$ cat config.mk
export PLATFORM = sky130hd
export DESIGN_NAME = decoder_ctrl
export DESIGN_NICKNAME = d
export VERILOG_FILES = /design/src/hw/decoder_ctrl_pkg.sv /design/src/hw/stage_sequencer.sv /design/src/hw/measurement_loader.sv /design/src/hw/decode_stats.sv /design/src/hw/correction_serializer.sv /design/src/hw/result_streamer.sv /design/src/hw/decoder_ctrl.sv
export SDC_FILE = /design/constraint.sdc
export NUM_CORES = 1
export LEC_CHECK = 0
export BUFFER_PORTS_ARGS = -buffer_cell sky130_fd_sc_hd__buf_2
export CORE_MARGIN = 2
export CORE_UTILIZATION = 45
export DETAILED_ROUTE_END_ITERATION = 10
export PLACE_DENSITY_LB_ADDON = 0.08
export SLEW_MARGIN = 30
export SYNTH_ARGS = -nofsm -noshare
export SYNTH_HDL_FRONTEND = slang
export SYNTH_SLANG_ARGS = --single-unit
$ cat constraint.sdc
create_clock -name clk -period 3.5 [get_ports clk]
set_input_delay 0.35 -clock clk [delete_from_list [all_inputs] [get_ports clk]]
set_output_delay 0.35 -clock clk [all_outputs]
set_load 0.03 [all_outputs]
$ cat src/hw/decoder_ctrl_pkg.sv
`default_nettype none

package decoder_ctrl_pkg;

    typedef enum logic [2:0] {
        STAGE_IDLE                  = 3'd0,
        STAGE_MEASUREMENT_LOADING   = 3'd1,
        STAGE_GROW                  = 3'd2,
        STAGE_MERGE                 = 3'd3,
        STAGE_PEELING               = 3'd4,
        STAGE_RESULT_VALID          = 3'd5,
        STAGE_PARAMETERS_LOADING    = 3'd6,
        STAGE_MEASUREMENT_PREPARING = 3'd7
    } stage_t;

    typedef logic [7:0]  byte_t;
    typedef logic [63:0] ctrl_msg_t;
    typedef logic [7:0]  opcode_t;
    typedef logic [7:0]  iteration_t;
    typedef logic [15:0] cycle_count_t;
    typedef logic [3:0]  round_count_t;

    localparam opcode_t OP_START_DECODING     = 8'h01;
    localparam opcode_t OP_MEASUREMENT_HEADER = 8'h02;
    localparam opcode_t OP_MOVE_TO_STAGE      = 8'h03;

    localparam int OPCODE_MSB = 47;

    // report word, iteration count sits where the opcode would be
    typedef struct packed {
        logic [63:OPCODE_MSB+1] reserved_hi;
        iteration_t             iterations;
        cycle_count_t           cycles;
        logic [23:0]            reserved_lo;
    } report_msg_t;

endpackage

`default_nettype wire

$ cat src/hw/stage_sequencer.sv
`timescale 1ns/1ps
`default_nettype none

module stage_sequencer #(
    parameter int  GRID_WIDTH_X  = 4,
    parameter int  GRID_WIDTH_Z  = 1,
    parameter int  ROUNDS        = 3,
    parameter int  MAXIMUM_DELAY = 3,
    localparam int PU_COUNT      = GRID_WIDTH_X * GRID_WIDTH_Z * ROUNDS
) (
    input  wire                              clk,
    input  wire                              reset,
    input  wire decoder_ctrl_pkg::ctrl_msg_t ctrl_rx_data,
    input  wire                              ctrl_rx_valid,
    output logic                             ctrl_rx_ready,
    output logic                             in_ready,
    input  wire                              round_done,
    input  wire [PU_COUNT-1:0]               busy_pe,
    input  wire [PU_COUNT-1:0]               odd_clusters_pe,
    output decoder_ctrl_pkg::stage_t         stage
);

    localparam int DELAY_W = $clog2(MAXIMUM_DELAY + 2);
    localparam logic [DELAY_W-1:0] DELAY_DONE = DELAY_W'(MAXIMUM_DELAY);
    localparam decoder_ctrl_pkg::round_count_t LAST_ROUND =
        decoder_ctrl_pkg::round_count_t'(ROUNDS - 1);

    decoder_ctrl_pkg::opcode_t      opcode;
    decoder_ctrl_pkg::round_count_t round_cnt;
    logic [DELAY_W-1:0]             delay_cnt;
    logic                           busy_q;
    logic                           odd_q;

    assign opcode        = ctrl_rx_data[decoder_ctrl_pkg::OPCODE_MSB -: 8];
    assign ctrl_rx_ready = (stage == decoder_ctrl_pkg::STAGE_IDLE);
    assign in_ready      = (stage == decoder_ctrl_pkg::STAGE_MEASUREMENT_PREPARING);

    // one cycle behind the PEs
    always_ff @(posedge clk) begin
        if (reset) begin
            busy_q <= 1'b0;
            odd_q  <= 1'b0;
        end else begin
            busy_q <= |busy_pe;
            odd_q  <= |odd_clusters_pe;
        end
    end

    always_ff @(posedge clk) begin
        if (reset) begin
            stage     <= decoder_ctrl_pkg::STAGE_IDLE;
            round_cnt <= '0;
            delay_cnt <= '0;
        end else begin
            case (stage)
                decoder_ctrl_pkg::STAGE_IDLE: begin
                    if (ctrl_rx_valid && ctrl_rx_ready) begin
                        case (opcode)
                            decoder_ctrl_pkg::OP_START_DECODING:
                                stage <= decoder_ctrl_pkg::STAGE_PARAMETERS_LOADING;
                            decoder_ctrl_pkg::OP_MEASUREMENT_HEADER: begin
                                stage     <= decoder_ctrl_pkg::STAGE_MEASUREMENT_PREPARING;
                                round_cnt <= '0;
                            end
                            decoder_ctrl_pkg::OP_MOVE_TO_STAGE:
                                stage <= decoder_ctrl_pkg::STAGE_GROW;
                            default: ;
                        endcase
                    end
                end
                decoder_ctrl_pkg::STAGE_PARAMETERS_LOADING: begin
                    stage     <= decoder_ctrl_pkg::STAGE_IDLE;
                    round_cnt <= '0;
                end
                decoder_ctrl_pkg::STAGE_MEASUREMENT_PREPARING: begin
                    if (round_done) begin
                        stage     <= decoder_ctrl_pkg::STAGE_MEASUREMENT_LOADING;
                        round_cnt <= round_cnt + 1'b1;
                    end
                end
                decoder_ctrl_pkg::STAGE_MEASUREMENT_LOADING: begin
                    if (round_cnt <= LAST_ROUND) begin // rounds still missing
                        stage <= decoder_ctrl_pkg::STAGE_MEASUREMENT_PREPARING;
                    end else begin
                        stage     <= decoder_ctrl_pkg::STAGE_GROW;
                        round_cnt <= '0;
                    end
                end
                decoder_ctrl_pkg::STAGE_GROW: begin
                    stage     <= decoder_ctrl_pkg::STAGE_MERGE;
                    delay_cnt <= '0;
                end
                decoder_ctrl_pkg::STAGE_MERGE: begin
                    if (delay_cnt < DELAY_DONE) begin
                        delay_cnt <= delay_cnt + 1'b1;
                    end else if (!busy_q) begin
                        stage <= odd_q ? decoder_ctrl_pkg::STAGE_GROW
                                       : decoder_ctrl_pkg::STAGE_PEELING;
                    end
                end
                decoder_ctrl_pkg::STAGE_PEELING: stage <= decoder_ctrl_pkg::STAGE_RESULT_VALID;
                decoder_ctrl_pkg::STAGE_RESULT_VALID: begin
                    if (round_cnt == LAST_ROUND) begin
                        stage     <= decoder_ctrl_pkg::STAGE_IDLE;
                        round_cnt <= '0;
                    end else begin
                        round_cnt <= round_cnt + 1'b1;
                    end
                end
                default: stage <= decoder_ctrl_pkg::STAGE_IDLE;
            endcase
        end
    end

    a_stage_legal: assert property (@(posedge clk) disable iff (reset)
        !$isunknown(stage) && stage inside {[decoder_ctrl_pkg::STAGE_IDLE :
                                              decoder_ctrl_pkg::STAGE_MEASUREMENT_PREPARING]});

    // no byte requested once every round is in
    a_in_ready_rounds: assert property (@(posedge clk) disable iff (reset)
        in_ready |-> round_cnt <= LAST_ROUND);

endmodule

`default_nettype wire

$ cat src/hw/measurement_loader.sv
`timescale 1ns/1ps
`default_nettype none

module measurement_loader #(
    parameter int  GRID_WIDTH_X       = 4,
    parameter int  GRID_WIDTH_Z       = 1,
    localparam int PU_COUNT_PER_ROUND = GRID_WIDTH_X * GRID_WIDTH_Z,
    localparam int BYTES_PER_ROUND    = (PU_COUNT_PER_ROUND + 7) / 8,
    localparam int ALIGNED_WIDTH      = BYTES_PER_ROUND * 8
) (
    input  wire                            clk,
    input  wire                            reset,
    input  wire decoder_ctrl_pkg::stage_t  stage,
    input  wire decoder_ctrl_pkg::byte_t   in_data,
    input  wire                            in_valid,
    output logic [ALIGNED_WIDTH-1:0]       measurements,
    output logic                           round_done
);

    localparam int COUNT_W = $clog2(BYTES_PER_ROUND + 1);
    localparam logic [COUNT_W-1:0] LAST_BYTE = COUNT_W'(BYTES_PER_ROUND - 1);

    logic               accept;
    logic [COUNT_W-1:0] byte_cnt;

    assign accept     = in_valid && (stage == decoder_ctrl_pkg::STAGE_MEASUREMENT_PREPARING);
    assign round_done = accept && (byte_cnt == LAST_BYTE);

    always_ff @(posedge clk) begin
        if (reset) begin
            byte_cnt <= '0;
        end else if (accept) begin
            byte_cnt <= round_done ? '0 : byte_cnt + 1'b1;
        end
    end

    // newest byte on top, older ones move toward bit 0
    always_ff @(posedge clk) begin
        if (accept) begin
            measurements <= ALIGNED_WIDTH'({in_data, measurements} >> 8);
        end
    end

endmodule

`default_nettype wire

$ cat src/hw/decode_stats.sv
`timescale 1ns/1ps
`default_nettype none

module decode_stats (
    input  wire                              clk,
    input  wire                              reset,
    input  wire decoder_ctrl_pkg::stage_t    stage,
    output decoder_ctrl_pkg::iteration_t     iterations,
    output decoder_ctrl_pkg::cycle_count_t   cycles,
    output logic                             report_valid,
    output decoder_ctrl_pkg::ctrl_msg_t      report_data
);

    decoder_ctrl_pkg::stage_t      stage_q;
    decoder_ctrl_pkg::report_msg_t report;
    logic                          grow_entry;
    logic                          job_start;

    assign grow_entry = (stage == decoder_ctrl_pkg::STAGE_GROW) &&
                        (stage_q != decoder_ctrl_pkg::STAGE_GROW);
    // fresh measurements or a move-to-stage message
    assign job_start  = grow_entry &&
                        (stage_q == decoder_ctrl_pkg::STAGE_MEASUREMENT_LOADING ||
                         stage_q == decoder_ctrl_pkg::STAGE_IDLE);

    always_ff @(posedge clk) begin
        if (reset) begin
            stage_q    <= decoder_ctrl_pkg::STAGE_IDLE;
            iterations <= '0;
            cycles     <= '0;
        end else begin
            stage_q <= stage;
            if (stage == decoder_ctrl_pkg::STAGE_MEASUREMENT_LOADING) begin
                iterations <= '0;
            end else if (grow_entry) begin
                iterations <= iterations + 1'b1;
            end
            if (job_start) begin
                cycles <= 16'd2; // controller to PE propagation
            end else if (stage inside {decoder_ctrl_pkg::STAGE_GROW,
                                       decoder_ctrl_pkg::STAGE_MERGE,
                                       decoder_ctrl_pkg::STAGE_PEELING}) begin
                cycles <= cycles + 1'b1;
            end
        end
    end

    assign report_valid = (stage == decoder_ctrl_pkg::STAGE_RESULT_VALID) &&
                          (stage_q != decoder_ctrl_pkg::STAGE_RESULT_VALID);

    always_comb begin
        report            = '0;
        report.iterations = iterations;
        report.cycles     = cycles;
    end

    assign report_data = report;

endmodule

`default_nettype wire

$ cat src/hw/correction_serializer.sv
`timescale 1ns/1ps
`default_nettype none

module correction_serializer #(
    parameter int  GRID_WIDTH_X     = 4,
    parameter int  GRID_WIDTH_Z     = 1,
    parameter int  QUEUE_DEPTH      = 32,
    localparam int CORRECTION_WIDTH = 2 * (GRID_WIDTH_X - 1) * GRID_WIDTH_Z + 1 +
                                      GRID_WIDTH_X * GRID_WIDTH_Z
) (
    input  wire                            clk,
    input  wire                            reset,
    input  wire decoder_ctrl_pkg::stage_t  stage,
    input  wire [CORRECTION_WIDTH-1:0]     correction,
    output decoder_ctrl_pkg::byte_t        ser_data,
    output logic                           ser_valid,
    input  wire                            ser_ready
);

    localparam int BYTES_PER_WORD = (CORRECTION_WIDTH + 7) / 8;
    localparam int PADDED_WIDTH   = BYTES_PER_WORD * 8;
    localparam int PTR_W          = $clog2(QUEUE_DEPTH);
    localparam int COUNT_W        = $clog2(QUEUE_DEPTH + 1);
    localparam int IDX_W          = (BYTES_PER_WORD > 1) ? $clog2(BYTES_PER_WORD) : 1;
    localparam logic [PTR_W-1:0] LAST_SLOT = PTR_W'(QUEUE_DEPTH - 1);
    localparam logic [IDX_W-1:0] LAST_BYTE = IDX_W'(BYTES_PER_WORD - 1);

    typedef logic [CORRECTION_WIDTH-1:0] word_t;
    typedef logic [PTR_W-1:0]            ptr_t;

    word_t                   mem [QUEUE_DEPTH];
    ptr_t                    wr_ptr;
    ptr_t                    rd_ptr;
    logic [COUNT_W-1:0]      count;
    logic [PADDED_WIDTH-1:0] word_q;
    logic [IDX_W-1:0]        byte_idx;
    logic                    result_q;
    logic                    full;
    logic                    push;
    logic                    pop;
    logic                    last_taken;

    assign full       = (count == COUNT_W'(QUEUE_DEPTH));
    assign push       = result_q && !full;
    assign last_taken = ser_valid && ser_ready && (byte_idx == LAST_BYTE);
    assign pop        = (count != '0) && (!ser_valid || last_taken);
    assign ser_data   = word_q[byte_idx*8 +: 8];

    // correction is valid the cycle after each result cycle
    always_ff @(posedge clk) begin
        if (reset) begin
            result_q <= 1'b0;
        end else begin
            result_q <= (stage == decoder_ctrl_pkg::STAGE_RESULT_VALID);
        end
    end

    always_ff @(posedge clk) begin
        if (reset) begin
            wr_ptr <= '0;
            rd_ptr <= '0;
            count  <= '0;
        end else begin
            if (push) begin
                wr_ptr <= (wr_ptr == LAST_SLOT) ? '0 : wr_ptr + 1'b1;
            end
            if (pop) begin
                rd_ptr <= (rd_ptr == LAST_SLOT) ? '0 : rd_ptr + 1'b1;
            end
            count <= count + COUNT_W'(push) - COUNT_W'(pop);
        end
    end

    always_ff @(posedge clk) begin
        if (push) begin
            mem[wr_ptr] <= correction;
        end
        if (pop) begin
            word_q <= PADDED_WIDTH'(mem[rd_ptr]); // upper pad bits zero
        end
    end

    always_ff @(posedge clk) begin
        if (reset) begin
            ser_valid <= 1'b0;
            byte_idx  <= '0;
        end else if (pop) begin
            ser_valid <= 1'b1;
            byte_idx  <= '0;
        end else if (last_taken) begin
            ser_valid <= 1'b0;
        end else if (ser_valid && ser_ready) begin
            byte_idx <= byte_idx + 1'b1;
        end
    end

    a_no_write_full: assert property (@(posedge clk) disable iff (reset)
        result_q |-> !full);

endmodule

`default_nettype wire

$ cat src/hw/result_streamer.sv
`timescale 1ns/1ps
`default_nettype none

module result_streamer #(
    parameter int  GRID_WIDTH_X     = 4,
    parameter int  GRID_WIDTH_Z     = 1,
    parameter int  ROUNDS           = 3,
    localparam int CORRECTION_WIDTH = 2 * (GRID_WIDTH_X - 1) * GRID_WIDTH_Z + 1 +
                                      GRID_WIDTH_X * GRID_WIDTH_Z,
    localparam int BYTES_PER_WORD   = (CORRECTION_WIDTH + 7) / 8,
    localparam int STREAM_BYTES     = 3 + BYTES_PER_WORD * ROUNDS
) (
    input  wire                                clk,
    input  wire                                reset,
    input  wire decoder_ctrl_pkg::iteration_t  iterations,
    input  wire decoder_ctrl_pkg::cycle_count_t cycles,
    input  wire decoder_ctrl_pkg::byte_t       ser_data,
    input  wire                                ser_valid,
    output logic                               ser_ready,
    output decoder_ctrl_pkg::byte_t            out_data,
    output logic                               out_valid,
    input  wire                                out_ready
);

    localparam int POS_W = $clog2(STREAM_BYTES);
    localparam logic [POS_W-1:0] LAST_POS = POS_W'(STREAM_BYTES - 1);

    logic [POS_W-1:0] pos;

    always_ff @(posedge clk) begin
        if (reset) begin
            pos <= '0;
        end else if (ser_valid && out_ready) begin
            pos <= (pos == LAST_POS) ? '0 : pos + 1'b1;
        end
    end

    assign out_valid = ser_valid; // header waits for the first queued word

    always_comb begin
        out_data  = ser_data;
        ser_ready = out_ready;
        case (pos)
            POS_W'(0): begin
                out_data  = iterations;
                ser_ready = 1'b0;
            end
            POS_W'(1): begin
                out_data  = cycles[15:8];
                ser_ready = 1'b0;
            end
            POS_W'(2): begin
                out_data  = cycles[7:0];
                ser_ready = 1'b0;
            end
            default: ;
        endcase
    end

endmodule

`default_nettype wire

$ cat src/hw/decoder_ctrl.sv
`timescale 1ns/1ps
`default_nettype none

module decoder_ctrl #(
    parameter int  GRID_WIDTH_X       = 4,
    parameter int  GRID_WIDTH_Z       = 1,
    parameter int  ROUNDS             = 3,
    parameter int  MAXIMUM_DELAY      = 3,
    parameter int  QUEUE_DEPTH        = 32,
    localparam int PU_COUNT_PER_ROUND = GRID_WIDTH_X * GRID_WIDTH_Z,
    localparam int ALIGNED_WIDTH      = ((PU_COUNT_PER_ROUND + 7) / 8) * 8,
    localparam int PU_COUNT           = PU_COUNT_PER_ROUND * ROUNDS,
    localparam int CORRECTION_WIDTH   = 2 * (GRID_WIDTH_X - 1) * GRID_WIDTH_Z + 1 +
                                        PU_COUNT_PER_ROUND
) (
    input  wire                              clk,
    input  wire                              reset,
    input  wire decoder_ctrl_pkg::ctrl_msg_t ctrl_rx_data,
    input  wire                              ctrl_rx_valid,
    output wire                              ctrl_rx_ready,
    input  wire decoder_ctrl_pkg::byte_t     in_data,
    input  wire                              in_valid,
    output wire                              in_ready,
    output wire decoder_ctrl_pkg::byte_t     out_data,
    output wire                              out_valid,
    input  wire                              out_ready,
    output wire                              report_valid,
    output wire decoder_ctrl_pkg::ctrl_msg_t report_data,
    input  wire [PU_COUNT-1:0]               busy_pe,
    input  wire [PU_COUNT-1:0]               odd_clusters_pe,
    output wire [ALIGNED_WIDTH-1:0]          measurements,
    input  wire [CORRECTION_WIDTH-1:0]       correction,
    output wire decoder_ctrl_pkg::stage_t    global_stage
);

    wire                                round_done;
    wire decoder_ctrl_pkg::iteration_t  iterations;
    wire decoder_ctrl_pkg::cycle_count_t cycles;
    wire decoder_ctrl_pkg::byte_t       ser_data;
    wire                                ser_valid;
    wire                                ser_ready;

    stage_sequencer #(
        .GRID_WIDTH_X (GRID_WIDTH_X),
        .GRID_WIDTH_Z (GRID_WIDTH_Z),
        .ROUNDS       (ROUNDS),
        .MAXIMUM_DELAY(MAXIMUM_DELAY)
    ) sequencer0 (
        .clk            (clk),
        .reset          (reset),
        .ctrl_rx_data   (ctrl_rx_data),
        .ctrl_rx_valid  (ctrl_rx_valid),
        .ctrl_rx_ready  (ctrl_rx_ready),
        .in_ready       (in_ready),
        .round_done     (round_done),
        .busy_pe        (busy_pe),
        .odd_clusters_pe(odd_clusters_pe),
        .stage          (global_stage)
    );

    measurement_loader #(
        .GRID_WIDTH_X(GRID_WIDTH_X),
        .GRID_WIDTH_Z(GRID_WIDTH_Z)
    ) loader0 (
        .clk         (clk),
        .reset       (reset),
        .stage       (global_stage),
        .in_data     (in_data),
        .in_valid    (in_valid),
        .measurements(measurements),
        .round_done  (round_done)
    );

    decode_stats stats0 (
        .clk         (clk),
        .reset       (reset),
        .stage       (global_stage),
        .iterations  (iterations),
        .cycles      (cycles),
        .report_valid(report_valid),
        .report_data (report_data)
    );

    correction_serializer #(
        .GRID_WIDTH_X(GRID_WIDTH_X),
        .GRID_WIDTH_Z(GRID_WIDTH_Z),
        .QUEUE_DEPTH (QUEUE_DEPTH)
    ) serializer0 (
        .clk       (clk),
        .reset     (reset),
        .stage     (global_stage),
        .correction(correction),
        .ser_data  (ser_data),
        .ser_valid (ser_valid),
        .ser_ready (ser_ready)
    );

    result_streamer #(
        .GRID_WIDTH_X(GRID_WIDTH_X),
        .GRID_WIDTH_Z(GRID_WIDTH_Z),
        .ROUNDS      (ROUNDS)
    ) streamer0 (
        .clk       (clk),
        .reset     (reset),
        .iterations(iterations),
        .cycles    (cycles),
        .ser_data  (ser_data),
        .ser_valid (ser_valid),
        .ser_ready (ser_ready),
        .out_data  (out_data),
        .out_valid (out_valid),
        .out_ready (out_ready)
    );

endmodule

`default_nettype wire

======== Yosys cells after proc, flatten, opt, wreduce, memory -nomap -nowiden ========
Memory sizes are Yosys's and may differ from the RTL's. A register that Yosys moved wholly into a read port is not among the register bits.
Cells that the tools add are included.
word-level totals
  input bits .............................. 112
  RAM bits ................................ 352
  bits in registers ....................... 71
  logic and storage cells ................. 127
  output and inout bits ................... 87
  memories kept ........................... 1
memories
  name             words  width  rd ports  clocked after Yosys merged registers in  wr ports  RTL line                     text
  serializer0.mem  32     11     1         1                                        1         correction_serializer.sv:31  word_t mem [QUEUE_DEPTH];
cells by class
  reductions and logical operators ........ 34
  add/sub/neg operators ................... 11
  muxes and demuxes ....................... 29
  eq/ne operators ......................... 29
  bitwise operators ....................... 2
  shift-type cells ........................ 1
  $lt $le $gt $ge ......................... 2
operators with widths
  cell                                                  count
  2-to-1 mux 3 bit                                      8
  2-to-1 mux 4 bit                                      6
  one-hot mux 3 bit (8 select lines)                    1
  one-hot mux 8 bit (3 select lines)                    1
  OR reduction 12 bit                                   2
  one-hot mux 4 bit (5 select lines)                    1
  adder 16 x 1 -> 16 bit (second input constant)        1
  equality test 8 x 2 -> 1 bit (second input constant)  2
  indexed part select 16 x 5 -> 8 bit                   1
  equality test 3 bit (second input constant)           4
  logical AND 1 bit                                     11
  adder 5 x 1 -> 5 bit (second input constant)          2
  equality test 5 bit (second input constant)           2
  2-to-1 mux 5 bit                                      2
  inequality test 2 bit (second input constant)         5
  one-hot mux 3 bit (3 select lines)                    1
  adder 4 x 1 -> 4 bit (second input constant)          2
  adder 8 x 1 -> 8 bit (second input constant)          1
  equality test 4 x 2 -> 1 bit (second input constant)  2
  equality test 8 x 1 -> 1 bit (second input constant)  1
  adder 6 x 1 -> 6 bit                                  1
  equality test 3 x 1 -> 1 bit (second input constant)  2
  equality test 3 x 2 -> 1 bit (second input constant)  2
  equality test 6 bit (second input constant)           1
  other kinds (28)                                      46

======== Depth between registers and ports, before layout ========
  word-level depth ........................ 8
  depth in mapped cells ................... 14
  depth with buffers taken out ............ 13

======== Hierarchy ========
From an unflattened synthesis, not the netlist that was laid out.
second synthesis, totals
  cells, all modules ...................... 1152
  area total of the unflattened synthesis .. 18436.4 um2
by module, submodules not included
  module                 times used  cells each  area an instance (um2)
  correction_serializer  1           775         15137.0
  decode_stats           1           210         1751.7
  stage_sequencer        1           95          783.3
  result_streamer        1           60          466.7
  measurement_loader     1           12          297.8

======== Least setup slack after synthesis ========
Ideal clock, no wire load.
  path kind ............................... flip-flop to flip-flop
  start point ............................. register streamer0.pos[0]
  end point ............................... register serializer0.count[4]
  library setup time ...................... 0.128 ns
  cell stages (with the launch flop) ...... 15
  arrival time ............................ 3.011 ns
  path buffers ............................ 1
  slack ................................... 0.362 ns
  cells stage by stage .................... dfxtp_1 > inv_1 > ha_1 > nor3_1 > nor4b_1 > clkbuf_1 > nor2_1 > ha_1 > inv_1 > ha_1 > fa_1 > a21oi_1 > o21bai_1 > xnor2_1 > nor2_1
between the ends
  word-level cells in the longest chain between the ends .. 8
  elaborated cells between the ends (all ways) .. 10
  those cells by class .................... 1 x add/sub; 2 x eq/ne; 1 x mux; 6 x reduce/logical
ends and longest elaborated chain
  what                                                        RTL line                     text
  start, declared                                             result_streamer.sv:28        logic [POS_W-1:0] pos;
  start signal, assigned                                      result_streamer.sv:34        pos <= (pos == LAST_POS) ? '0 : pos + 1'b1;
  equality test 4 x 1 -> 1 bit, or another cell as far along  result_streamer.sv:43        case (pos)
  OR reduction 3 bit (no source line) *                       n/a
  2-to-1 mux 1 bit *                                          result_streamer.sv:43
  logical AND 1 bit * (2 in a row)                            correction_serializer.sv:45  assign last_taken = ser_valid && ser_ready && (byte_idx == LAST_BYTE);
  logical OR 1 bit *                                          correction_serializer.sv:46  assign pop = (count != '0) && (!ser_valid || last_taken);
  logical AND 1 bit *                                         correction_serializer.sv:46
  via serializer0.pop                                         correction_serializer.sv:40  logic pop;
  subtractor 6 x 1 -> 6 bit *                                 correction_serializer.sv:70  count <= count + COUNT_W'(push) - COUNT_W'(pop);
  end signal, assigned                                        correction_serializer.sv:70
  end, declared                                               correction_serializer.sv:34  logic [COUNT_W-1:0] count;
The timed path passes the listed nets; every way through them passes the cells marked *.
A chain may end at the register's enable or synchronous reset.

======== Worst setup path after layout ========
  start point ............................. register streamer0.pos[0]
  end point ............................... output port out_data[4]
between the ends
  word-level cells in the longest chain between the ends .. 2
  elaborated cells between the ends (all ways) .. 4
  those cells by class .................... 2 x eq/ne; 1 x mux; 1 x reduce/logical
ends and longest elaborated chain
  what                                                        RTL line               text
  equality test 4 x 2 -> 1 bit, or another cell as far along  result_streamer.sv:43
  one-hot mux 8 bit (3 select lines) *                        result_streamer.sv:43
  end, declared                                               decoder_ctrl.sv:24     output wire decoder_ctrl_pkg::byte_t out_data,
Every way passes the cells marked *; elsewhere a longest branch is shown, timed or not.

==> out/qor.yml <==
run_status:
  status: "completed"
sta:
  fmax_mhz: 344
  setup_tns_ns: 0
  skew_ns: 0.0190
  worst_pin_slew_ns: 0.861
  fin_crit_ns: 2.90
  fin_crit_sh: 0.830
  setup_viol: 0
  rsz0062_at_grt: "false"
  hold_viol: 0
  relSlewSlack: 0.425
  drv_slew: 0
clock_network:
  holdBufCountCts: 8
  clockRootBuffer: "clkbuf_16"
  clock_latency_ns: 0.57
  clock_sinks: 434
  path_clk_slew_ns: 0.06
  cts_resized: 0
  cts_tree: "built"
  clockBufferDepth: 3
  cts_setup_buffers: 0
  htree_levels: 2
  cts_buffers: 47
critical_path:
  cp.required_ns: 3.15
  arrival_ns: 2.55
  start_kind: "flip-flop"
  crit_buf_inv: 3
  crit_slowest_cell: "dfxtp_1"
  critPathCaptureType: "output port"
  path_max_fanout: 6
  crit_top_cell: "nor3_1"
  max_stage_delay_ns: 0.42
  crit_family: "simple AND/OR/NAND/NOR gates"
  crit_chain: "inv_1 > ha_1 > nor3_1 > nor3_1 > buf_4 > nor2_1 > a221o_1 > buf_2"
  worst-setup-path-type: "reg -> out"
global_route:
  grt_pass1_wl_mm: 62.5
  grt_max_degree: 42
  antenna_found_initial: 0
  grt_usage: 0.203
  grt.overflow.total: 0
  grt_pass1_vias: 10100
floorplan:
  fp.coreArea_mm2: 0.0396
  pin_count: 199
  die_x_um: 204
  die_h_um: 204
  rows: 73
  initial_utilization: 0.454
  die-area_mm2: 0.0416
placed_design:
  place_congestion: 0.793
  dp_hpwl_mm: 26.2
  portBuffers: 102
  dp.cells: 1741
layout:
  regArea_mm2: 0.0124
  layout.nets: 1411
  num-fill-cells: 3283
  synthToLayoutAreaGrowth_pct: 15.2
  instances_no_fill: 1835
  final_layout_size_suffix_gt1_frac: 0.240
  multi_input_area_mm2: 0.00509
  diodes: 0
job:
  max_cap_violations: 0
synthesis:
  avgSynthCellArea_um2: 16.2
  async_flop_share: 0
  yosys-top-cells-count: "371 x edfxtp_1, 66 x mux4_2, 63 x dfxtp_1"
  syn_area_mm2: 0.0180
  ys_warn_count: 0
  yosys.area.top_type: "edfxtp_1"
  synth_edf_count: 371
  synth.most_common_cell: "edfxtp_1"
  synth_ff_type: "edfxtp_1"
  ys_seq_elements: 434
  synth.top_cell.area_share: 0.619
  yosysSeqAreaShare: 0.689
  synth_cell_types: 65
  synth_cells: 1111
  synthTopCellsByArea: "edfxtp_1 62%, mux4_2 8.3%, dfxtp_1 7.0%, mux2i_1 2.7%, buf_4 2.2%"
power_and_ir_drop:
  power_density_mw_per_mm2: 627
  leakage_nw: 6.96
  ir_drop_uv: 418
routing:
  vias: 10100
  wl_mm: 41.3
  post-route-drc-count: 0
  drtIter0Drc: 770
  viasPerCell: 5.51
  dr.pass1.iters: 4
  antenna_left: 0
  avgRoutedWirePerCell_um: 22.5
worst_hold_path:
  hp-class: "in -> reg"
==> registers in the layout (all words and copies together) (netlist names), 3 cells and up <==
| register | count |
|---|---|
| stats0.stage_q | 3 |
| sequencer0.stage | 3 |
| serializer0.rd_ptr | 5 |
| serializer0.count | 6 |
| streamer0.pos | 4 |
| loader0.measurements | 8 |
| sequencer0.round_cnt | 4 |
| serializer0.wr_ptr | 5 |
| serializer0.word_q | 11 |
| stats0.cycles | 16 |
| serializer0.mem | 352 |
| sequencer0.delay_cnt | 3 |
| stats0.iterations | 8 |
==> layer usage <==
metal | up-vias | global-route usage | part of all wire
met5 | - | 0 | 0
met4 | 0 | 0.0590 | 0.021
met3 | 68 | 0.0306 | 0.044
met2 | 236 | 0.334 | 0.48
met1 | 5150 | 0.282 | 0.45
li1 | 4666 | - | -
==> final cells by class <==
type,instances,share of cell area
Sequential cell,434,0.599
Multi-Input combinational cell,597,0.246
Clock buffer,64,0.0613
Timing Repair Buffer,168,0.0501
Tap cell,525,0.0317
Clock inverter,22,0.00827
Inverter,25,0.00453
==> stage by stage <==
stage               worst slack (ns)  power [W]  utilization  instance area, µm²  hold WS, ns
floorplan                      0.362    0.00781            -               18100        0.430
global placement               0.582    0.00844        0.485               19200        0.466
detailed placement             0.581    0.00845        0.485               19200        0.469
CTS                            0.566     0.0132        0.523               20700      0.00649
global route                   0.294     0.0136        0.523               20700       0.0491
finish                         0.596     0.0130        0.523               20700       0.0340
==> where the power goes <==
part / switching [W] / internal [W] / total (W)
clock network: 0.00199 / 0.00269 / 0.00468
logic: 0.00126 / 0.00103 / 0.00230
registers: 0.000252 / 0.00577 / 0.00602
==> cell families (layout without fill, tap and decap cells) <==
group	count (synthesis)	count (layout)	synth area share
AOI/OAI and AO/OA	177	177	0.0702
xor gates and xnor gates	16	16	0.00779
adders and majority gates	26	26	0.0185
buffers and inverters	119	279	0.0364
DFF	434	434	0.689
muxes	119	119	0.112
other	1	40	0.000208
and+or+nand+nor	219	219	0.0651
==> tightest hold or removal path, delay by kind of cell <==
kind,cells,cell delay [ns]
AOI/OAI and AO/OA,1,0.10
and+or+nand+nor,1,0.04
buffers and inverters,1,0.08
==> path summary, 6_finish.rpt <==
check	startpoint	endpoint	slack, ns	cells past startpoint
max	streamer0.pos[0]	out_data[4]	0.60	8
min	odd_clusters_pe[3]	sequencer0.odd_q	0.03	3
max reg2reg	serializer0.count[2]	serializer0.count[4]	0.60	13
min reg2reg	loader0.byte_cnt	loader0.byte_cnt	0.47	1
==> cells in the final DEF (no fill, tap or decap), types with 6 or more instances in the layout <==
master and n:
nand2_1 41, o21ai_0 22, a22oi_1 24, mux2i_1 49
o221ai_1 17, xor2_1 7, a31oi_1 12, clkbuf_1 15
o221a_2 6, buf_4 57, dfxtp_1 61, a211oi_1 9
a22o_1 12, nor3b_1 10, mux4_2 66, a21oi_1 41
clkbuf_16 48, nor4_1 11, nor2b_1 8, xnor2_1 9
inv_1 25, dlygate4sd3_1 8, buf_2 102, clkinv_2 8
nand3_1 16, clkinv_1 8, nor3_1 11, and3_1 7
or3_1 15, or4_1 7, conb_1 40, nor2_1 58
ha_1 25, edfxtp_1 371
Note: power is estimated with default switching activity, not from simulation.
